### src/logic/axiPkg.sv
package axiPkg;

    // ~~~~~~~~~~~~~~~~~~~~~~~~~~~~~~~~~~~~~~~~~~~~~~~~~~~~~~~~~~~~~~~~~~~~
    // field widths
    // ~~~~~~~~~~~~~~~~~~~~~~~~~~~~~~~~~~~~~~~~~~~~~~~~~~~~~~~~~~~~~~~~~~~~
    typedef logic [3:0] axiId_t;
    typedef logic [3:0] axiLen_t;    // beats minus one.
    typedef logic [2:0] axiSize_t;   // log2 of the bytes in one beat.
    typedef logic [1:0] axiBurst_t;

    // ~~~~~~~~~~~~~~~~~~~~~~~~~~~~~~~~~~~~~~~~~~~~~~~~~~~~~~~~~~~~~~~~~~~~
    // encodings used by the bridge
    // ~~~~~~~~~~~~~~~~~~~~~~~~~~~~~~~~~~~~~~~~~~~~~~~~~~~~~~~~~~~~~~~~~~~~
    localparam axiId_t instId = 4'd0;
    localparam axiId_t dataId = 4'd1;
    localparam axiId_t writeId = 4'd0;

    localparam axiLen_t lineLen = 4'd3;    // a cache line is four beats.
    localparam axiLen_t singleLen = 4'd0;

    localparam axiSize_t wordSize = 3'd2;

    // the fixed burst type (0) is never issued.
    localparam axiBurst_t burstIncr = 2'd1;
    localparam axiBurst_t burstWrap = 2'd2;

endpackage

### src/logic/cpuPortPkg.sv
package cpuPortPkg;

    typedef logic [31:0] addr_t;
    typedef logic [31:0] word_t;
    typedef logic [3:0] strobe_t;    // one enable per byte of word_t.

    localparam int wordsPerLine = 4;
    localparam int lineOffsetBits = 4;

    typedef logic [$clog2(wordsPerLine)-1:0] beatIndex_t;

    // ~~~~~~~~~~~~~~~~~~~~~~~~~~~~~~~~~~~~~~~~~~~~~~~~~~~~~~~~~~~~~~~~~~~~
    // cache line
    // ~~~~~~~~~~~~~~~~~~~~~~~~~~~~~~~~~~~~~~~~~~~~~~~~~~~~~~~~~~~~~~~~~~~~

    // The CPU sees one flat line while the assembler fills it word by word.
    // Word 0 sits in the low bits, so the lowest address ends up lowest.
    typedef union packed {
        logic [wordsPerLine*32-1:0] flat;
        word_t [wordsPerLine-1:0] words;
    } cacheLine_t;

endpackage

### src/logic/pendingIf.sv
`timescale 1ns/10ps

interface pendingIf import cpuPortPkg::*; ();

    logic instBusy;
    addr_t instPc;

    logic dataBusy;
    addr_t dataAddr;
    logic dataWen;
    word_t dataWdata;
    strobe_t dataStrobe;

    // one-cycle pulses that free a slot.
    logic instDone;
    logic readDone;
    logic writeDone;

    modport slots (
        output instBusy, instPc, dataBusy, dataAddr, dataWen, dataWdata, dataStrobe,
        input instDone, readDone, writeDone
    );

    modport reader (
        input instBusy, instPc, dataBusy, dataAddr, dataWen,
        output instDone, readDone
    );

    modport writer (
        input dataBusy, dataAddr, dataWen, dataWdata, dataStrobe,
        output writeDone
    );

endinterface

### src/logic/axiBridge.sv
`timescale 1ns/10ps

module axiBridge
    import axiPkg::*;
    import cpuPortPkg::*;
(
    input  logic       clk,
    input  logic       rst,

    input  logic       instReqValid,
    input  addr_t      instReqPc,
    output logic       instReqReady,
    output logic       instRespValid,
    output cacheLine_t instRespLine,
    input  logic       instRespReady,

    input  logic       dataReqValid,
    input  addr_t      dataReqAddr,
    input  logic       dataReqWen,
    input  word_t      dataReqWdata,
    input  strobe_t    dataReqStrobe,
    output logic       dataReqReady,
    output logic       dataRespValid,
    output word_t      dataRespData,
    input  logic       dataRespReady,

    output axiId_t     arId,
    output addr_t      arAddr,
    output axiLen_t    arLen,
    output axiSize_t   arSize,
    output axiBurst_t  arBurst,
    output logic       arValid,
    input  logic       arReady,

    input  word_t      rData,
    input  logic       rLast,
    input  logic       rValid,
    output logic       rReady,

    output axiId_t     awId,
    output addr_t      awAddr,
    output axiLen_t    awLen,
    output axiSize_t   awSize,
    output axiBurst_t  awBurst,
    output logic       awValid,
    input  logic       awReady,

    output word_t      wData,
    output strobe_t    wStrobe,
    output logic       wLast,
    output logic       wValid,
    input  logic       wReady,

    input  logic       bValid,
    output logic       bReady
);

    pendingIf pend ();

    requestSlots slots (.*);

    // read and write channels run on their own, sharing only the slots.
    readEngine reader (.*);

    writeEngine writer (.*);

endmodule

### src/logic/lineAssembler.sv
`timescale 1ns/10ps

module lineAssembler import cpuPortPkg::*; (
    input  logic       clk,
    input  logic       rst,
    input  logic       beatTake,
    input  word_t      beatData,
    output cacheLine_t line
);

    beatIndex_t beatCount;

    // The counter rolls over after the last beat of a line,
    // so every burst starts again at word 0.
    always_ff @(posedge clk) begin
        if (rst) begin
            beatCount <= '0;
        end else if (beatTake) begin
            beatCount <= beatCount + 1'b1;
        end
    end

    always_ff @(posedge clk) begin
        if (beatTake) begin
            line.words[beatCount] <= beatData;    // the line holds between bursts.
        end
    end

endmodule

### src/logic/readEngine.sv
`timescale 1ns/10ps

module readEngine
    import axiPkg::*;
    import cpuPortPkg::*;
(
    input  logic       clk,
    input  logic       rst,
    pendingIf.reader   pend,

    output axiId_t     arId,
    output addr_t      arAddr,
    output axiLen_t    arLen,
    output axiSize_t   arSize,
    output axiBurst_t  arBurst,
    output logic       arValid,
    input  logic       arReady,

    input  word_t      rData,
    input  logic       rLast,
    input  logic       rValid,
    output logic       rReady,

    output logic       instRespValid,
    output cacheLine_t instRespLine,
    input  logic       instRespReady,
    output logic       dataRespValid,
    output word_t      dataRespData,
    input  logic       dataRespReady
);

    typedef enum logic [2:0] {
        rsIdle,
        rsAddr,
        rsDataBeat,
        rsInstBeats,
        rsRespWait
    } readState_t;

    readState_t state;
    logic forData;      // set when the current read serves the data slot.
    logic dataPending;
    logic respTake;

    assign dataPending = pend.dataBusy && !pend.dataWen;

    always_ff @(posedge clk) begin
        if (rst) begin
            state <= rsIdle;
            forData <= 1'b0;
        end else begin
            case (state)
                rsIdle: begin
                    if (dataPending) begin    // data reads go ahead of fetches.
                        forData <= 1'b1;
                        state <= rsAddr;
                    end else if (pend.instBusy) begin
                        forData <= 1'b0;
                        state <= rsAddr;
                    end
                end
                rsAddr: begin
                    if (arReady) begin
                        if (forData) begin
                            state <= rsDataBeat;
                        end else begin
                            state <= rsInstBeats;
                        end
                    end
                end
                rsDataBeat, rsInstBeats: begin
                    if (rValid && rLast) begin
                        state <= rsRespWait;
                    end
                end
                rsRespWait: begin
                    if (respTake) begin
                        state <= rsIdle;
                    end
                end
                default: begin
                    state <= rsIdle;
                end
            endcase
        end
    end

    // ~~~~~~~~~~~~~~~~~~~~~~~~~~~~~~~~~~~~~~~~~~~~~~~~~~~~~~~~~~~~~~~~~~~~
    // bus side
    // ~~~~~~~~~~~~~~~~~~~~~~~~~~~~~~~~~~~~~~~~~~~~~~~~~~~~~~~~~~~~~~~~~~~~
    assign arValid = state == rsAddr;
    assign arId = forData ? dataId : instId;
    assign arAddr = forData ? pend.dataAddr
                            : {pend.instPc[31:lineOffsetBits], {lineOffsetBits{1'b0}}};
    assign arLen = forData ? singleLen : lineLen;
    assign arSize = wordSize;
    assign arBurst = burstWrap;

    assign rReady = (state == rsDataBeat) || (state == rsInstBeats);

    lineAssembler assembler (
        .clk      (clk),
        .rst      (rst),
        .beatTake (state == rsInstBeats && rValid),
        .beatData (rData),
        .line     (instRespLine)
    );

    always_ff @(posedge clk) begin
        if (state == rsDataBeat && rValid) begin
            dataRespData <= rData;
        end
    end

    // ~~~~~~~~~~~~~~~~~~~~~~~~~~~~~~~~~~~~~~~~~~~~~~~~~~~~~~~~~~~~~~~~~~~~
    // CPU side
    // ~~~~~~~~~~~~~~~~~~~~~~~~~~~~~~~~~~~~~~~~~~~~~~~~~~~~~~~~~~~~~~~~~~~~
    assign instRespValid = state == rsRespWait && !forData;
    assign dataRespValid = state == rsRespWait && forData;

    assign pend.instDone = instRespValid && instRespReady;
    assign pend.readDone = dataRespValid && dataRespReady;
    assign respTake = (instRespValid && instRespReady) || (dataRespValid && dataRespReady);

endmodule

### src/logic/requestSlots.sv
`timescale 1ns/10ps

module requestSlots import cpuPortPkg::*; (
    input  logic    clk,
    input  logic    rst,

    input  logic    instReqValid,
    input  addr_t   instReqPc,
    output logic    instReqReady,

    input  logic    dataReqValid,
    input  addr_t   dataReqAddr,
    input  logic    dataReqWen,
    input  word_t   dataReqWdata,
    input  strobe_t dataReqStrobe,
    output logic    dataReqReady,

    pendingIf.slots pend
);

    logic instTake;
    logic dataTake;
    logic dataDone;

    assign instReqReady = !pend.instBusy;
    assign dataReqReady = !pend.dataBusy;

    assign instTake = instReqValid && instReqReady;
    assign dataTake = dataReqValid && dataReqReady;

    // the data slot is freed by whichever engine served it.
    assign dataDone = pend.readDone || pend.writeDone;

    // ~~~~~~~~~~~~~~~~~~~~~~~~~~~~~~~~~~~~~~~~~~~~~~~~~~~~~~~~~~~~~~~~~~~~
    // instruction slot
    // ~~~~~~~~~~~~~~~~~~~~~~~~~~~~~~~~~~~~~~~~~~~~~~~~~~~~~~~~~~~~~~~~~~~~
    always_ff @(posedge clk) begin
        if (rst) begin
            pend.instBusy <= 1'b0;
        end else if (instTake) begin
            pend.instBusy <= 1'b1;
        end else if (pend.instDone) begin
            pend.instBusy <= 1'b0;
        end
    end

    always_ff @(posedge clk) begin
        if (instTake) begin
            pend.instPc <= instReqPc;
        end
    end

    // ~~~~~~~~~~~~~~~~~~~~~~~~~~~~~~~~~~~~~~~~~~~~~~~~~~~~~~~~~~~~~~~~~~~~
    // data slot
    // ~~~~~~~~~~~~~~~~~~~~~~~~~~~~~~~~~~~~~~~~~~~~~~~~~~~~~~~~~~~~~~~~~~~~
    always_ff @(posedge clk) begin
        if (rst) begin
            pend.dataBusy <= 1'b0;
        end else if (dataTake) begin
            pend.dataBusy <= 1'b1;
        end else if (dataDone) begin
            pend.dataBusy <= 1'b0;
        end
    end

    // the engines look at dataWen only while the slot is busy.
    always_ff @(posedge clk) begin
        if (dataTake) begin
            pend.dataAddr <= dataReqAddr;
            pend.dataWen <= dataReqWen;
            pend.dataWdata <= dataReqWdata;
            pend.dataStrobe <= dataReqStrobe;
        end
    end

endmodule

### src/logic/writeEngine.sv
`timescale 1ns/10ps

module writeEngine
    import axiPkg::*;
    import cpuPortPkg::*;
(
    input  logic      clk,
    input  logic      rst,
    pendingIf.writer  pend,

    output axiId_t    awId,
    output addr_t     awAddr,
    output axiLen_t   awLen,
    output axiSize_t  awSize,
    output axiBurst_t awBurst,
    output logic      awValid,
    input  logic      awReady,

    output word_t     wData,
    output strobe_t   wStrobe,
    output logic      wLast,
    output logic      wValid,
    input  logic      wReady,

    input  logic      bValid,
    output logic      bReady
);

    typedef enum logic [1:0] {
        wsIdle,
        wsAddr,
        wsData,
        wsResp
    } writeState_t;

    writeState_t state;

    always_ff @(posedge clk) begin
        if (rst) begin
            state <= wsIdle;
        end else begin
            case (state)
                wsIdle:  if (pend.dataBusy && pend.dataWen) state <= wsAddr;
                wsAddr:  if (awReady) state <= wsData;
                wsData:  if (wReady) state <= wsResp;
                wsResp:  if (bValid) state <= wsIdle;
                default: state <= wsIdle;
            endcase
        end
    end

    // ~~~~~~~~~~~~~~~~~~~~~~~~~~~~~~~~~~~~~~~~~~~~~~~~~~~~~~~~~~~~~~~~~~~~
    // channels
    // ~~~~~~~~~~~~~~~~~~~~~~~~~~~~~~~~~~~~~~~~~~~~~~~~~~~~~~~~~~~~~~~~~~~~
    assign awValid = state == wsAddr;
    assign awId = writeId;
    assign awAddr = pend.dataAddr;
    assign awLen = singleLen;
    assign awSize = wordSize;
    assign awBurst = burstIncr;

    assign wValid = state == wsData;
    assign wData = pend.dataWdata;
    assign wStrobe = pend.dataStrobe;
    assign wLast = 1'b1;    // every write is a single beat.

    assign bReady = state == wsResp;

    // any B ends the write whatever its response code.
    assign pend.writeDone = bValid && bReady;

endmodule

### config.mk
export PLATFORM = sky130hd
export DESIGN_NAME = axiBridge
export DESIGN_NICKNAME = d
export VERILOG_FILES = /design/src/logic/axiPkg.sv /design/src/logic/cpuPortPkg.sv /design/src/logic/pendingIf.sv /design/src/logic/axiBridge.sv /design/src/logic/lineAssembler.sv /design/src/logic/readEngine.sv /design/src/logic/requestSlots.sv /design/src/logic/writeEngine.sv
export SDC_FILE = /design/constraint.sdc
export NUM_CORES = 1
export LEC_CHECK = 0
export BUFFER_PORTS_ARGS = -buffer_cell sky130_fd_sc_hd__buf_2
export CAP_MARGIN = 20
export CORE_AREA = 2 2 171 173
export CTS_BUF_LIST = sky130_fd_sc_hd__clkbuf_8 sky130_fd_sc_hd__clkbuf_16
export DETAILED_ROUTE_END_ITERATION = 10
export DIE_AREA = 0 0 173 175
export HOLD_SLACK_MARGIN = 0.08
export PLACE_DENSITY = 0.68
export SETUP_SLACK_MARGIN = 0.1
export SLEW_MARGIN = 20
export SYNTH_ARGS = -nofsm -noshare
export SYNTH_HDL_FRONTEND = slang
export SYNTH_SLANG_ARGS = --single-unit
### constraint.sdc
create_clock -name clk -period 3.4 [get_ports clk]
set_input_delay 0.34 -clock clk [delete_from_list [all_inputs] [get_ports clk]]
set_output_delay 0.34 -clock clk [all_outputs]
set_load 0.02 [all_outputs]
Word-level counts from Yosys, hierarchy flattened
Cells that the tools add are included.
{ "totals": {"out_inout_bits": 296, "inputBits": 145, "regBits": 271} }
{ "classes": {"addsub": 1, "magnitude_cmp": 2, "eq_ne": 15, "n_mux": 24, "n_reduce_logical": 29} }
{ "op_table": {"columns": ["cell", "n"], "rows": [
  ["bitwise mux 128 bit", 1],
  ["demux 32 bit (select 2 bit)", 1],
  ["2-to-1 mux 32 bit", 2],
  ["2-to-1 mux 3 bit", 5],
  ["logical AND 1 bit", 13],
  ["inequality test 2 x 1 -> 1 bit (second input constant)", 6],
  ["one-hot mux 3 bit (4 select lines)", 1],
  ["2-to-1 mux 2 bit", 5],
  ["2-to-1 mux 1 bit", 8],
  ["one-hot mux 2 bit (4 select lines)", 1],
  ["AND reduction 4 bit", 2],
  ["== test 3 x 2 -> 1 bit (second input constant)", 2],
  ["nonzero test 2 bit", 3],
  ["== test 2 bit (second input constant)", 2],
  ["logical NOT 1 bit", 4],
  ["== test 3 x 1 -> 1 bit (second input constant)", 1],
  ["== test 3 bit (second input constant)", 1],
  ["logical NOT 3 bit", 1],
  ["logical OR 1 bit", 3],
  ["less-than comparator 2 x 3 -> 1 bit (second input constant)", 1],
  ["inequality test 3 x 2 -> 1 bit (second input constant)", 1],
  ["adder 2 x 1 -> 2 bit (second input constant)", 1],
  ["== test 2 x 1 -> 1 bit (second input constant)", 1],
  [">= comparator 2 x 1 -> 1 bit (second input constant)", 1],
  ["4 further kinds", 4]
]} }

Longest topological paths before layout
Gate-level depths: netlist of the first run.
{ "depth": {"word_depth": 6, "mapped_depth": 5} }

By module
From an unflattened synthesis of the first run, not the netlist that was laid out.
{ "unflattened": {"hier_cells": 477, "area_unflattened_um2": 9669.3} }
{ "by_module_without_submodules": {"columns": ["mod", "instances", "area_each_um2", "cells_per_inst"], "rows": [
  ["lineAssembler", 1, 3997.6, 144],
  ["requestSlots", 1, 3124.2, 111],
  ["readEngine", 1, 1704.1, 117],
  ["writeEngine", 1, 843.3, 105]
]} }

Worst setup path after synthesis of the first run
No wires, ideal clock.
{ "synth_path": {"path_kind": "flip-flop to flip-flop", "startpoint": "reg slots.pend.dataBusy", "endpoint": "reg slots.pend.dataAddr[0], enable pin", "arrival_time_ns": 1.916, "synth_period_minus_slack_ns": 2.339, "slack_ns": 1.061, "required_ns": 2.977, "n_path_buf": 0, "stages_incl_launch_ff": 4, "path_cell_list": "dfxtp_1 inv_1 nand2_1 inv_1"} }
{ "synth_between": {"elab_chain_cells": 2} }
{ "synth_lines": {"columns": ["item", "line", "rtl"], "rows": [
  ["start: declaration", "pendingIf.sv:20", "output instBusy, instPc, dataBusy, dataAddr, dataWen, dataWdata, dataStrobe,"],
  ["start signal: assignment", "requestSlots.sv:58", "pend.dataBusy <= 1'b0;"],
  ["start signal: assignment", "requestSlots.sv:60", "pend.dataBusy <= 1'b1;"],
  ["start signal: assignment", "requestSlots.sv:62", "pend.dataBusy <= 1'b0;"],
  ["logical NOT 1 bit", "requestSlots.sv:26", "assign dataReqReady = !pend.dataBusy;"],
  ["named net dataReqReady", "axiBridge.sv:22", "output logic dataReqReady,"],
  ["logical AND 1 bit", "requestSlots.sv:29", "assign dataTake = dataReqValid && dataReqReady;"],
  ["named net slots.dataTake", "requestSlots.sv:22", "logic dataTake;"],
  ["end signal: assignment", "requestSlots.sv:69", "pend.dataAddr <= dataReqAddr;"],
  ["end: declaration", "pendingIf.sv:20", null]
]} }
The timed path passes the listed nets, and every way through them passes these cells.
A chain may end at the register's enable or synchronous reset.

Final worst setup path of the first run
{ "layout_path": {"startpoint": "reg reader.forData", "endpoint": "out dataRespValid"} }
{ "layout_between": {"elab_chain_cells": 1} }
{ "layout_lines": {"columns": ["item", "line", "rtl"], "rows": [
  ["start: declaration", "readEngine.sv:41", "logic forData;"],
  ["start signal: assignment", "readEngine.sv:50", "forData <= 1'b0;"],
  ["start signal: assignment", "readEngine.sv:55", "forData <= 1'b1;"],
  ["start signal: assignment", "readEngine.sv:58", "forData <= 1'b0;"],
  ["logical AND 1 bit", "readEngine.sv:119", "assign dataRespValid = state == rsRespWait && forData;"],
  ["end: declaration", "axiBridge.sv:23", "output logic dataRespValid,"]
]} }
Every way passes these cells.

==> impl_results.md, run 1 <==
* Status: complete, no violations
* Die Ht at 175 um
* Sw frac at 0.2293
* Die width at 173 um
* Synth Register Bits at 267
* Peak supply drop at 0.4690 mV
* Startpoint types: register
* Met3 usage at 0.04460
* RSZ-0062 raised after global routing: false
* CTS sink cnt at 267
* Req. time, crit path at 3060 ps
* Final Cycle Share at 0.7199
* Drt pass-1 iters at 7
* Fmax at 408.5 MHz
* PD cells at 542.0 nW/um^2
* Initial core utilization at 0.3161
* Max FO, Critical Path at 38
* Clock latency on the worst-skew pair at 530 ps
* Relative slew slack at 0.3411
* Clk_skew at 13.16 ps
* Clock tree from TritonCTS: done
* Max Slew Vio Count at 0
* Drt wl/cell at 17.42 um
* Initial antenna violation count at 3
* Area grow syn2layout at 50.70%
* DR iter-0 viols at 294
* Internal power at 5.650 mW
* Worst min path class: input pin to register
* Total power draw at 7.331 mW
* Max-Cap Viols at 0
* CTS Buf Count at 27
* Logic pwr share at 0.102
* PortBufs at 412
* Switching pwr at 1.681 mW
* Worst-Margin Slew at 986.3 ps
* Flop pwr share at 0.519
* DRC violations left at 0
* Avg Inst Size Synth at 22.11 um^2
* Vias in the first global route at 5,961
* CP Capture Type: output pin
* Crit-path slowest cell: dfxtp_2
* Total GRT Usage at 0.1493
* Final Wtd Congestion at 0.7631
* Cell Area, Synth at 8975 um^2
* GR Util met1 at 0.1652
* Crit path time final at 2448 ps
* Register area share after synthesis at 0.8822
* Clock power frac at 0.379
* Die ar. at 30,280 um^2
* Layout cell share with drive strength beyond 1 at 0.5005
* Core footprint at 28,390 um^2
* Grt met2 use at 0.2763
* FFs w/ async S/R, synth at 0
* Top FF cell, synth: edfxtp_1
* First-pass GRT wire length at 34.80 mm
* CP peak stage delay at 920 ps
* Root buf cell: clkbuf_16
* Final core occ at 0.4764
* Final setup fails at 0
* Via count at 5,734
* Final setup TNS at 0 ps
* WL final at 23.87 mm
* IO Pins at 441
* Total grt overflow at 0
* H-Tree Depth at 1
* Grt peak-use layer: met2
* Final hold vios at 0
* # nets final at 1,120
* Clock buffer depth at 3
* Post-synth EDFFs at 257
* Cell row count at 62
* Crit path cell chain: inv_1 -> nor2_1 -> buf_2
* CP Class: register to output pin
* Final ANT Viol Nets at 0
* DP HPWL at 15.37 mm
* Static leakage at 5.438 nW
* Via density at 4.185
* Synth Warn # at 0
* Largest net degree at the start of global routing at 70
* Synth Instances at 406
* Clock-pin slew on the worst setup and hold paths at 70 ps
* Synth unique cells at 36
* Worst Path Arrival at 2110 ps
==> timing repair <==
action / in CTS / in global routing
buffers inserted: 0 / 0
hold buffers: 130 / 0
hold endpoints to repair: 258 / 0
endpoints found under the setup margin: 0 / 0
resized for setup: 0 / 0
==> state kept, by name (all words and copies together), names as in the netlist <==
register,flops
reader.assembler.line,128
slots.pend.dataWdata,32
writer.state,2
reader.forData,1
slots.pend.dataStrobe,4
slots.pend.instPc,28
reader.state,3
reader.dataRespData,32
slots.pend.dataWen,1
slots.pend.dataAddr,32
slots.pend.instBusy,1
reader.assembler.beatCount,2
slots.pend.dataBusy,1
==> metal layers <==
layer	wire (um)	share of wire	vias up
met5	0	0	-
met4	616	0.026	0
met3	2295	0.096	43
met2	12390	0.52	358
met1	8568	0.36	2691
li1	-	-	2642
==> cells in the final DEF (no fill, tap or decap), types with 3 or more instances in the layout <==
master         Yosys  layout
a21oi_1            3       3
and2_1             8       4
and2_2             0       4
buf_2              3     412
clkbuf_16          0      27
clkinv_1           0       4
clkinv_2           0       5
clkinvlp_4         0       3
conb_1             2      24
dfxtp_1           10       9
diode_2            0       3
dlygate4sd3_1      0     130
edfxtp_1         257     257
ha_1               8       8
inv_1             10      11
mux2_2            28      28
nand2_1            5       5
nor2_1             8       8
nor2b_1            6       5
==> final cells by class <==
cell class / instances / area, um^2
Fill cell: 2370 / 14870
Timing Repair Buffer: 543 / 3371
Antenna cell: 3 / 7.507
Clock buffer: 27 / 675.6
Clock inverter: 18 / 147.6
Inverter: 10 / 37.54
Multi-Input combinational cell: 118 / 887.1
Tap cell: 384 / 480.5
Sequential cell: 267 / 7919
==> cells by family (layout without fill, tap and decap cells) <==
| kind of cell | count (synthesis) | after routing | synth area share |
|---|---|---|---|
| multiplexers | 30 | 30 | 0.03736 |
| other | 2 | 27 | 0.0008368 |
| buffers and inverters | 43 | 598 | 0.02969 |
| flip-flops | 267 | 267 | 0.8822 |
| AO/OA/AOI/OAI | 15 | 15 | 0.01255 |
| AND/OR/NAND/NOR | 40 | 40 | 0.02524 |
| XOR/XNOR | 1 | 1 | 0.0009761 |
| adder cells (fa/ha/maj) | 8 | 8 | 0.01115 |
==> per-stage QoR <==
| step | hold WS [ps] | instance area [um^2] | setup WS, ps | std cells |
|---|---|---|---|---|
| 2_1_floorplan | 438.9 | 9057 | 1061 | 428 |
| 3_3_place_gp | 492.9 | 11390 | 1368 | 1192 |
| 3_5_place_dp | 513.2 | 11390 | 1356 | 1192 |
| 4_1_cts | 87.12 | 13520 | 886.7 | 1367 |
| 5_1_grt | 117.7 | 13520 | 791.0 | 1368 |
| 6_report | 107.9 | 13530 | 952.2 | 1370 |
==> power groups by stage <==
stage | Clock (mW) | Sequential [mW] | Combinational, mW
2_1_floorplan | 0 | 3.94 | 0.306
3_3_place_gp | 0 | 3.87 | 0.617
3_5_place_dp | 0 | 3.87 | 0.623
4_1_cts | 2.84 | 3.80 | 0.746
5_1_grt | 2.96 | 3.82 | 0.804
6_report | 2.78 | 3.81 | 0.749
==> synth_stat cells, drive strengths merged (3+ instances only) <==
| master | count | area [um^2] |
|---|---|---|
| buf | 30 | 217.7 |
| and2 | 8 | 50.05 |
| dfxtp | 10 | 200.2 |
| mux2 | 28 | 315.3 |
| ha | 8 | 100.1 |
| inv | 10 | 37.54 |
| clkbuf | 3 | 11.26 |
| nor2b | 6 | 37.54 |
| edfxtp | 257 | 7717 |
| a21oi | 3 | 15.01 |
| nor2 | 8 | 30.03 |
| nand2 | 5 | 18.77 |
==> worst max-delay path, delay by kind of cell, from the launching register on <==
| family | cells | cell delay, ps |
|---|---|---|
| flip-flops | 1 | 920 |
| AND/OR/NAND/NOR | 1 | 200 |
| buffers and inverters | 2 | 450 |
==> final timing paths <==
check	depth (start not counted)	startpoint	end	slack [ps]
setup reg to reg	2	reader.state[1]	reader.assembler.line[119]	1400
setup / recovery	3	reader.forData	dataRespValid	950
hold / removal	3	arReady	reader.state[1]	110
hold reg to reg	2	writer.state[1]	writer.state[1]	520
Note: power is estimated with default switching activity, not from simulation.
==> inputs of run 2 (changes only) <==
Clock period 3.4 ns to 2.55 ns, I/O delays scaled along.
==> run 2 against run 1 <==
Combinational power rose by 36%. Routed wire length barely moved. Global-route usage rose by 0.13 points. Clock-buffer cell count did not move. Sequential power rose by 33%. Hold slack improved by 67 ps. First-iteration DRC count fell by 15%. Worst setup slack got worse by 690 ps. Sequential share of layout area fell by 0.68 points. Non-clock buffer count rose by 14. Critical path depth did not move. Largest power group unchanged.
==> impl_results.md, run 2 (same netlist as run 1, synthesis figures left out) <==
* Status: complete, no violations
* Drt wl/cell at 17.26 um
* Clock buffer depth at 3
* Layout cell share with drive strength beyond 1 at 0.4995
* Final Wtd Congestion at 0.7734
* Startpoint types: register
* Via count at 5,809
* Logic pwr share at 0.104
* Drt pass-1 iters at 4
* Initial core utilization at 0.3161
* Static leakage at 5.555 nW
* First-pass GRT wire length at 35.23 mm
* Switching pwr at 2.202 mW
* IO Pins at 441
* Post-CTS Setup Inserts at 0
* Clock latency on the worst-skew pair at 530 ps
* Final setup TNS at 0 ps
* Sw frac at 0.2243
* RSZ-0062 raised after global routing: false
* CTS sink cnt at 267
* CP Class: register to output pin
* Final hold vios at 0
* Launch point of the worst path: reader.forData
* Final core occ at 0.4820
* R2r worst-path depth at 5
* Clock tree from TritonCTS: done
* Req. time, crit path at 2300 ps
* Total power draw at 9.815 mW
* Largest net degree at the start of global routing at 70
* Fmax at 436.8 MHz
* Root buf cell: clkbuf_16
* Commonest cells after routing, fill and taps aside: buf_2 (412), edfxtp_1 (257), dlygate4sd3_1 (136), mux2_2 (28), clkbuf_16 (26)
* Max reg flops at 128
* Reg-to-reg startpoint: reader.forData
* Flop pwr share at 0.516
* Total grt overflow at 0
* Core footprint at 28,390 um^2
* WL final at 23.89 mm
* Initial antenna violation count at 1
* DP HPWL at 15.57 mm
* CP Capture Point: dataRespValid
* Die width at 173 um
* Clock-pin slew on the worst setup and hold paths at 60 ps
* Final WS setup at 260.7 ps
* DRC violations left at 0
* Die ar. at 30,280 um^2
* Max FO, Critical Path at 32
* Max-Cap Viols at 0
* Worst Path Arrival at 2030 ps
* Max Slew Vio Count at 0
* Total GRT Usage at 0.1505
* Clk_skew at 6.823 ps
* Post-Layout Cell Count at 1,384
* Final setup fails at 0
* Hold Buf Count CTS at 136
* Pre-CTS setup slack at 748.2 ps
* # nets final at 1,133
* Worst min path class: input pin to register
* H-Tree Depth at 1
* Via density at 4.197
* PD cells at 717.2 nW/um^2
* Final ANT Viol Nets at 0
* Clock power frac at 0.379
* Area grow syn2layout at 52.47%
* PortBufs at 412
* CTS Buf Count at 26
* Worst-Margin Slew at 810.2 ps
* Relative slew slack at 0.4599
* CP Capture Type: output pin
* CTS resizes at 0
* Capturing point of the worst reg2reg path: slots.pend.instBusy
* Internal power at 7.613 mW
* Cell row count at 62
* Flop2flop setup slack at 430 ps
* Placed Cells at 1,200
* DR iter-0 viols at 249
* Final Cycle Share at 0.8978
* Most common cell after layout, fill and taps aside: buf_2
* Peak supply drop at 0.4658 mV
* Die Ht at 175 um
* Vias in the first global route at 5,981
* Crit path time final at 2289 ps
run 2: worst min-delay path by stage:
stage	start	slack (ps)	cells past startpoint	to
after floorplan	rData[0]	350	0	reader.assembler.line[0]
after global placement	dataReqAddr[2]	430	1	slots.pend.dataAddr[2]
after detailed placement	dataReqAddr[18]	430	1	slots.pend.dataAddr[18]
after CTS	rLast	150	4	reader.state[0]
after global routing	rLast	220	4	reader.state[0]
final	rLast	170	4	reader.state[0]
run 2: cell type report:
class                           instances  area, um^2
Clock buffer                           27       664.4
Clock inverter                         20       177.7
Fill cell                            2386       14710
Multi-Input combinational cell        118       887.1
Tap cell                              384       480.5
Inverter                               10       37.54
Antenna cell                            1       2.502
Sequential cell                       267        7919
Timing Repair Buffer                  557        3516
run 2: worst max-delay path, stage by stage (launching register included):
cell and delay (ps):
dfxtp_2 840, inv_1 240, nor2_1 230, buf_2 200
run 2: per-layer routing:
layer	vias to the layer above	track usage	part of all wire
li1	2665	-	-
met1	2768	0.1723	0.37
met2	337	0.2738	0.51
met3	39	0.04330	0.088
met4	0	0.04308	0.023
met5	-	0	0
run 2: power groups by stage:
stage | logic, mW | clock network, mW | registers [mW]
after floorplan | 0.408 | 0 | 5.25
after CTS | 1.02 | 3.82 | 5.07
after global routing | 1.10 | 3.98 | 5.08
after global placement | 0.836 | 0 | 5.16
after detailed placement | 0.844 | 0 | 5.16
final | 1.02 | 3.72 | 5.07
run 2: through the flow:
step                      hold WS [ps]  area [um^2]
after global placement           431.7        11480
final                            175.0        13680
after global routing             224.7        13680
after floorplan                  353.9         9057
after detailed placement         433.1        11480
after CTS                        150.5        13680
==> inputs of run 3 (changes only) <==
Clock period 2.55 ns to 2.2 ns, I/O delays scaled along.
==> run 3 against run 2 <==
Sequential power is 15% higher. First-iteration DRC count increased by 5.2%. Routed wire length increased by 0.62%. Design area increased by 0.52%. Clock skew up 0.79 ps. Critical endpoint unchanged. Global-route usage rose by 0.065 points. Critical path depth did not move. Worst setup slack worse by 16 ps. Sequential share of layout area fell by 0.29 points. Utilization up 0.25 points. Non-clock buffer count shrank 1. Clock power grew 19%.
==> impl_results.md, run 3 (same netlist as run 1, synthesis figures left out) <==
* Via count at 5,748
* Total power draw at 11.49 mW
* Crit path time final at 1956 ps
* # nets final at 1,132
* Max reg flops at 128
* Startpoint types: register
* Final Wtd Congestion at 0.7613
* Bufs and invs on worst path at 1
* Die ar. at 30,280 um^2
* Fmax at 511.3 MHz
* Switching pwr at 2.614 mW
* Cell row count at 62
* Internal power at 8.877 mW
* PortBufs at 412
* Final setup fails at 0
* Initial core utilization at 0.3161
* Status: complete, no violations
* CP peak stage delay at 520 ps
* H-Tree Depth at 1
* WHS at 156.1 ps
* CP Class: register to output pin
* Total grt overflow at 0
* Top delay family on crit path: simple AND/OR/NAND/NOR gates
* Crit-path slowest cell: or3b_2
* Clock-pin slew on the worst setup and hold paths at 60 ps
* First-pass GRT wire length at 35.05 mm
* Clk_skew at 7.610 ps
* Max-Cap Viols at 0
* IO Pins at 441
* Initial antenna violation count at 0
* Pre-CTS setup slack at 476.9 ps
* CTS sink cnt at 267
* Final Cycle Share at 0.8890
* DRC violations left at 0
* Final hold vios at 0
* Largest net degree at the start of global routing at 44
* Peak supply drop at 0.6815 mV
* Commonest cells after routing, fill and taps aside: buf_2 (412), edfxtp_1 (257), dlygate4sd3_1 (135), mux2_2 (28), clkbuf_16 (27)
* Root buf cell: clkbuf_16
* CTS Buf Count at 26
* Clock tree from TritonCTS: done
* Post-Layout Cell Count at 1,382
* Final WS setup at 244.3 ps
* Static leakage at 5.537 nW
* Max Slew Vio Count at 0
* Area grow syn2layout at 53.27%
* Layout cell share with drive strength beyond 1 at 0.5030
* Sw frac at 0.2275
* Post-CTS Setup Inserts at 0
* Clock power frac at 0.385
* Die width at 173 um
* Vias in the first global route at 6,080
* Flop pwr share at 0.509
* Max FO, Critical Path at 10
* Antenna cells at 0
* Die Ht at 175 um
* Clock latency on the worst-skew pair at 520 ps
* Final Cell Area at 13,760 um^2
* Core footprint at 28,390 um^2
* WL final at 24.04 mm
* Final setup TNS at 0 ps
* Filler cells at 2,358
* Req. time, crit path at 1980 ps
* DR iter-0 viols at 262
* Final ANT Viol Nets at 0
* Drt pass-1 iters at 4
* Most common cell after layout, fill and taps aside: buf_2
* Worst min path class: input pin to register
* Worst Path Arrival at 1740 ps
* Crit path cell chain: or3b_2 -> nor2_1 -> buf_2
* Placed cell areas at 11,540 um^2
* Total GRT Usage at 0.1512
* Final core occ at 0.4845
* DP HPWL at 15.43 mm
* CP Capture Type: output pin
* Logic pwr share at 0.106
* PD cells at 835.4 nW/um^2
* Placed Cells at 1,200
* RSZ-0062 raised after global routing: false
* Drt wl/cell at 17.39 um
* Via density at 4.159
* Clock buffer depth at 3
[run 3: cell count changes in the layout (fill, tap and decap cells not counted), moves of 2 or more]
cell        before  now
clkinv_1         1    3
buf_12           2    7
inv_1           17   13
clkinvlp_4       1    6
clkinv_2         6    4
buf_4            7    2
[run 3: final timing paths]
check | startpoint | to | slack [ps] | cells after the start
min | rLast | reader.state[0] | 160 | 4
min reg2reg | writer.state[1] | writer.state[1] | 520 | 2
max | reader.state[2] | dataRespValid | 240 | 3
max reg2reg | reader.state[2] | slots.pend.dataBusy | 330 | 4
[run 3: power groups by stage]
| stage | clock network [mW] | registers, mW | logic (mW) |
|---|---|---|---|
| floorplan | 0 | 6.08 | 0.474 |
| global placement | 0 | 5.95 | 1.00 |
| detailed placement | 0 | 5.95 | 1.01 |
| CTS | 4.51 | 5.85 | 1.21 |
| finish | 4.42 | 5.85 | 1.22 |
| global route | 4.69 | 5.87 | 1.30 |
[run 3: worst reg2reg max path, delay by kind of cell (launching register included)]
kind / cells / cell delay (ps)
flip-flops: 1 / 410
buffers and inverters: 1 / 560
AND/OR/NAND/NOR: 1 / 520
AO/OA/AOI/OAI: 2 / 280
[run 3: final cells by class]
type                            instances  area (um^2)  area share
Sequential cell                       267         7920      0.5758
Timing Repair Buffer                  556         3568      0.2594
Multi-Input combinational cell        118        887.1     0.06449
Clock buffer                           27        675.6     0.04912
Tap cell                              384        480.5     0.03493
Clock inverter                         20        182.7     0.01328
Inverter                               10        41.29    0.003002
[run 3: what timing repair did]
| action | in CTS | in global routing |
|---|---|---|
| hold endpoints to repair | 265 | 0 |
| resized for setup | 0 | 1 |
| hold buffers | 135 | 0 |
| endpoints found under the setup margin | 0 | 2 |
[run 3: routing by layer]
layer	up-vias	wire, um	track usage
met5	-	0	0
met4	0	591	0.05014
met3	43	2046	0.03916
met2	351	12760	0.2863
met1	2690	8634	0.1633
li1	2664	-	-
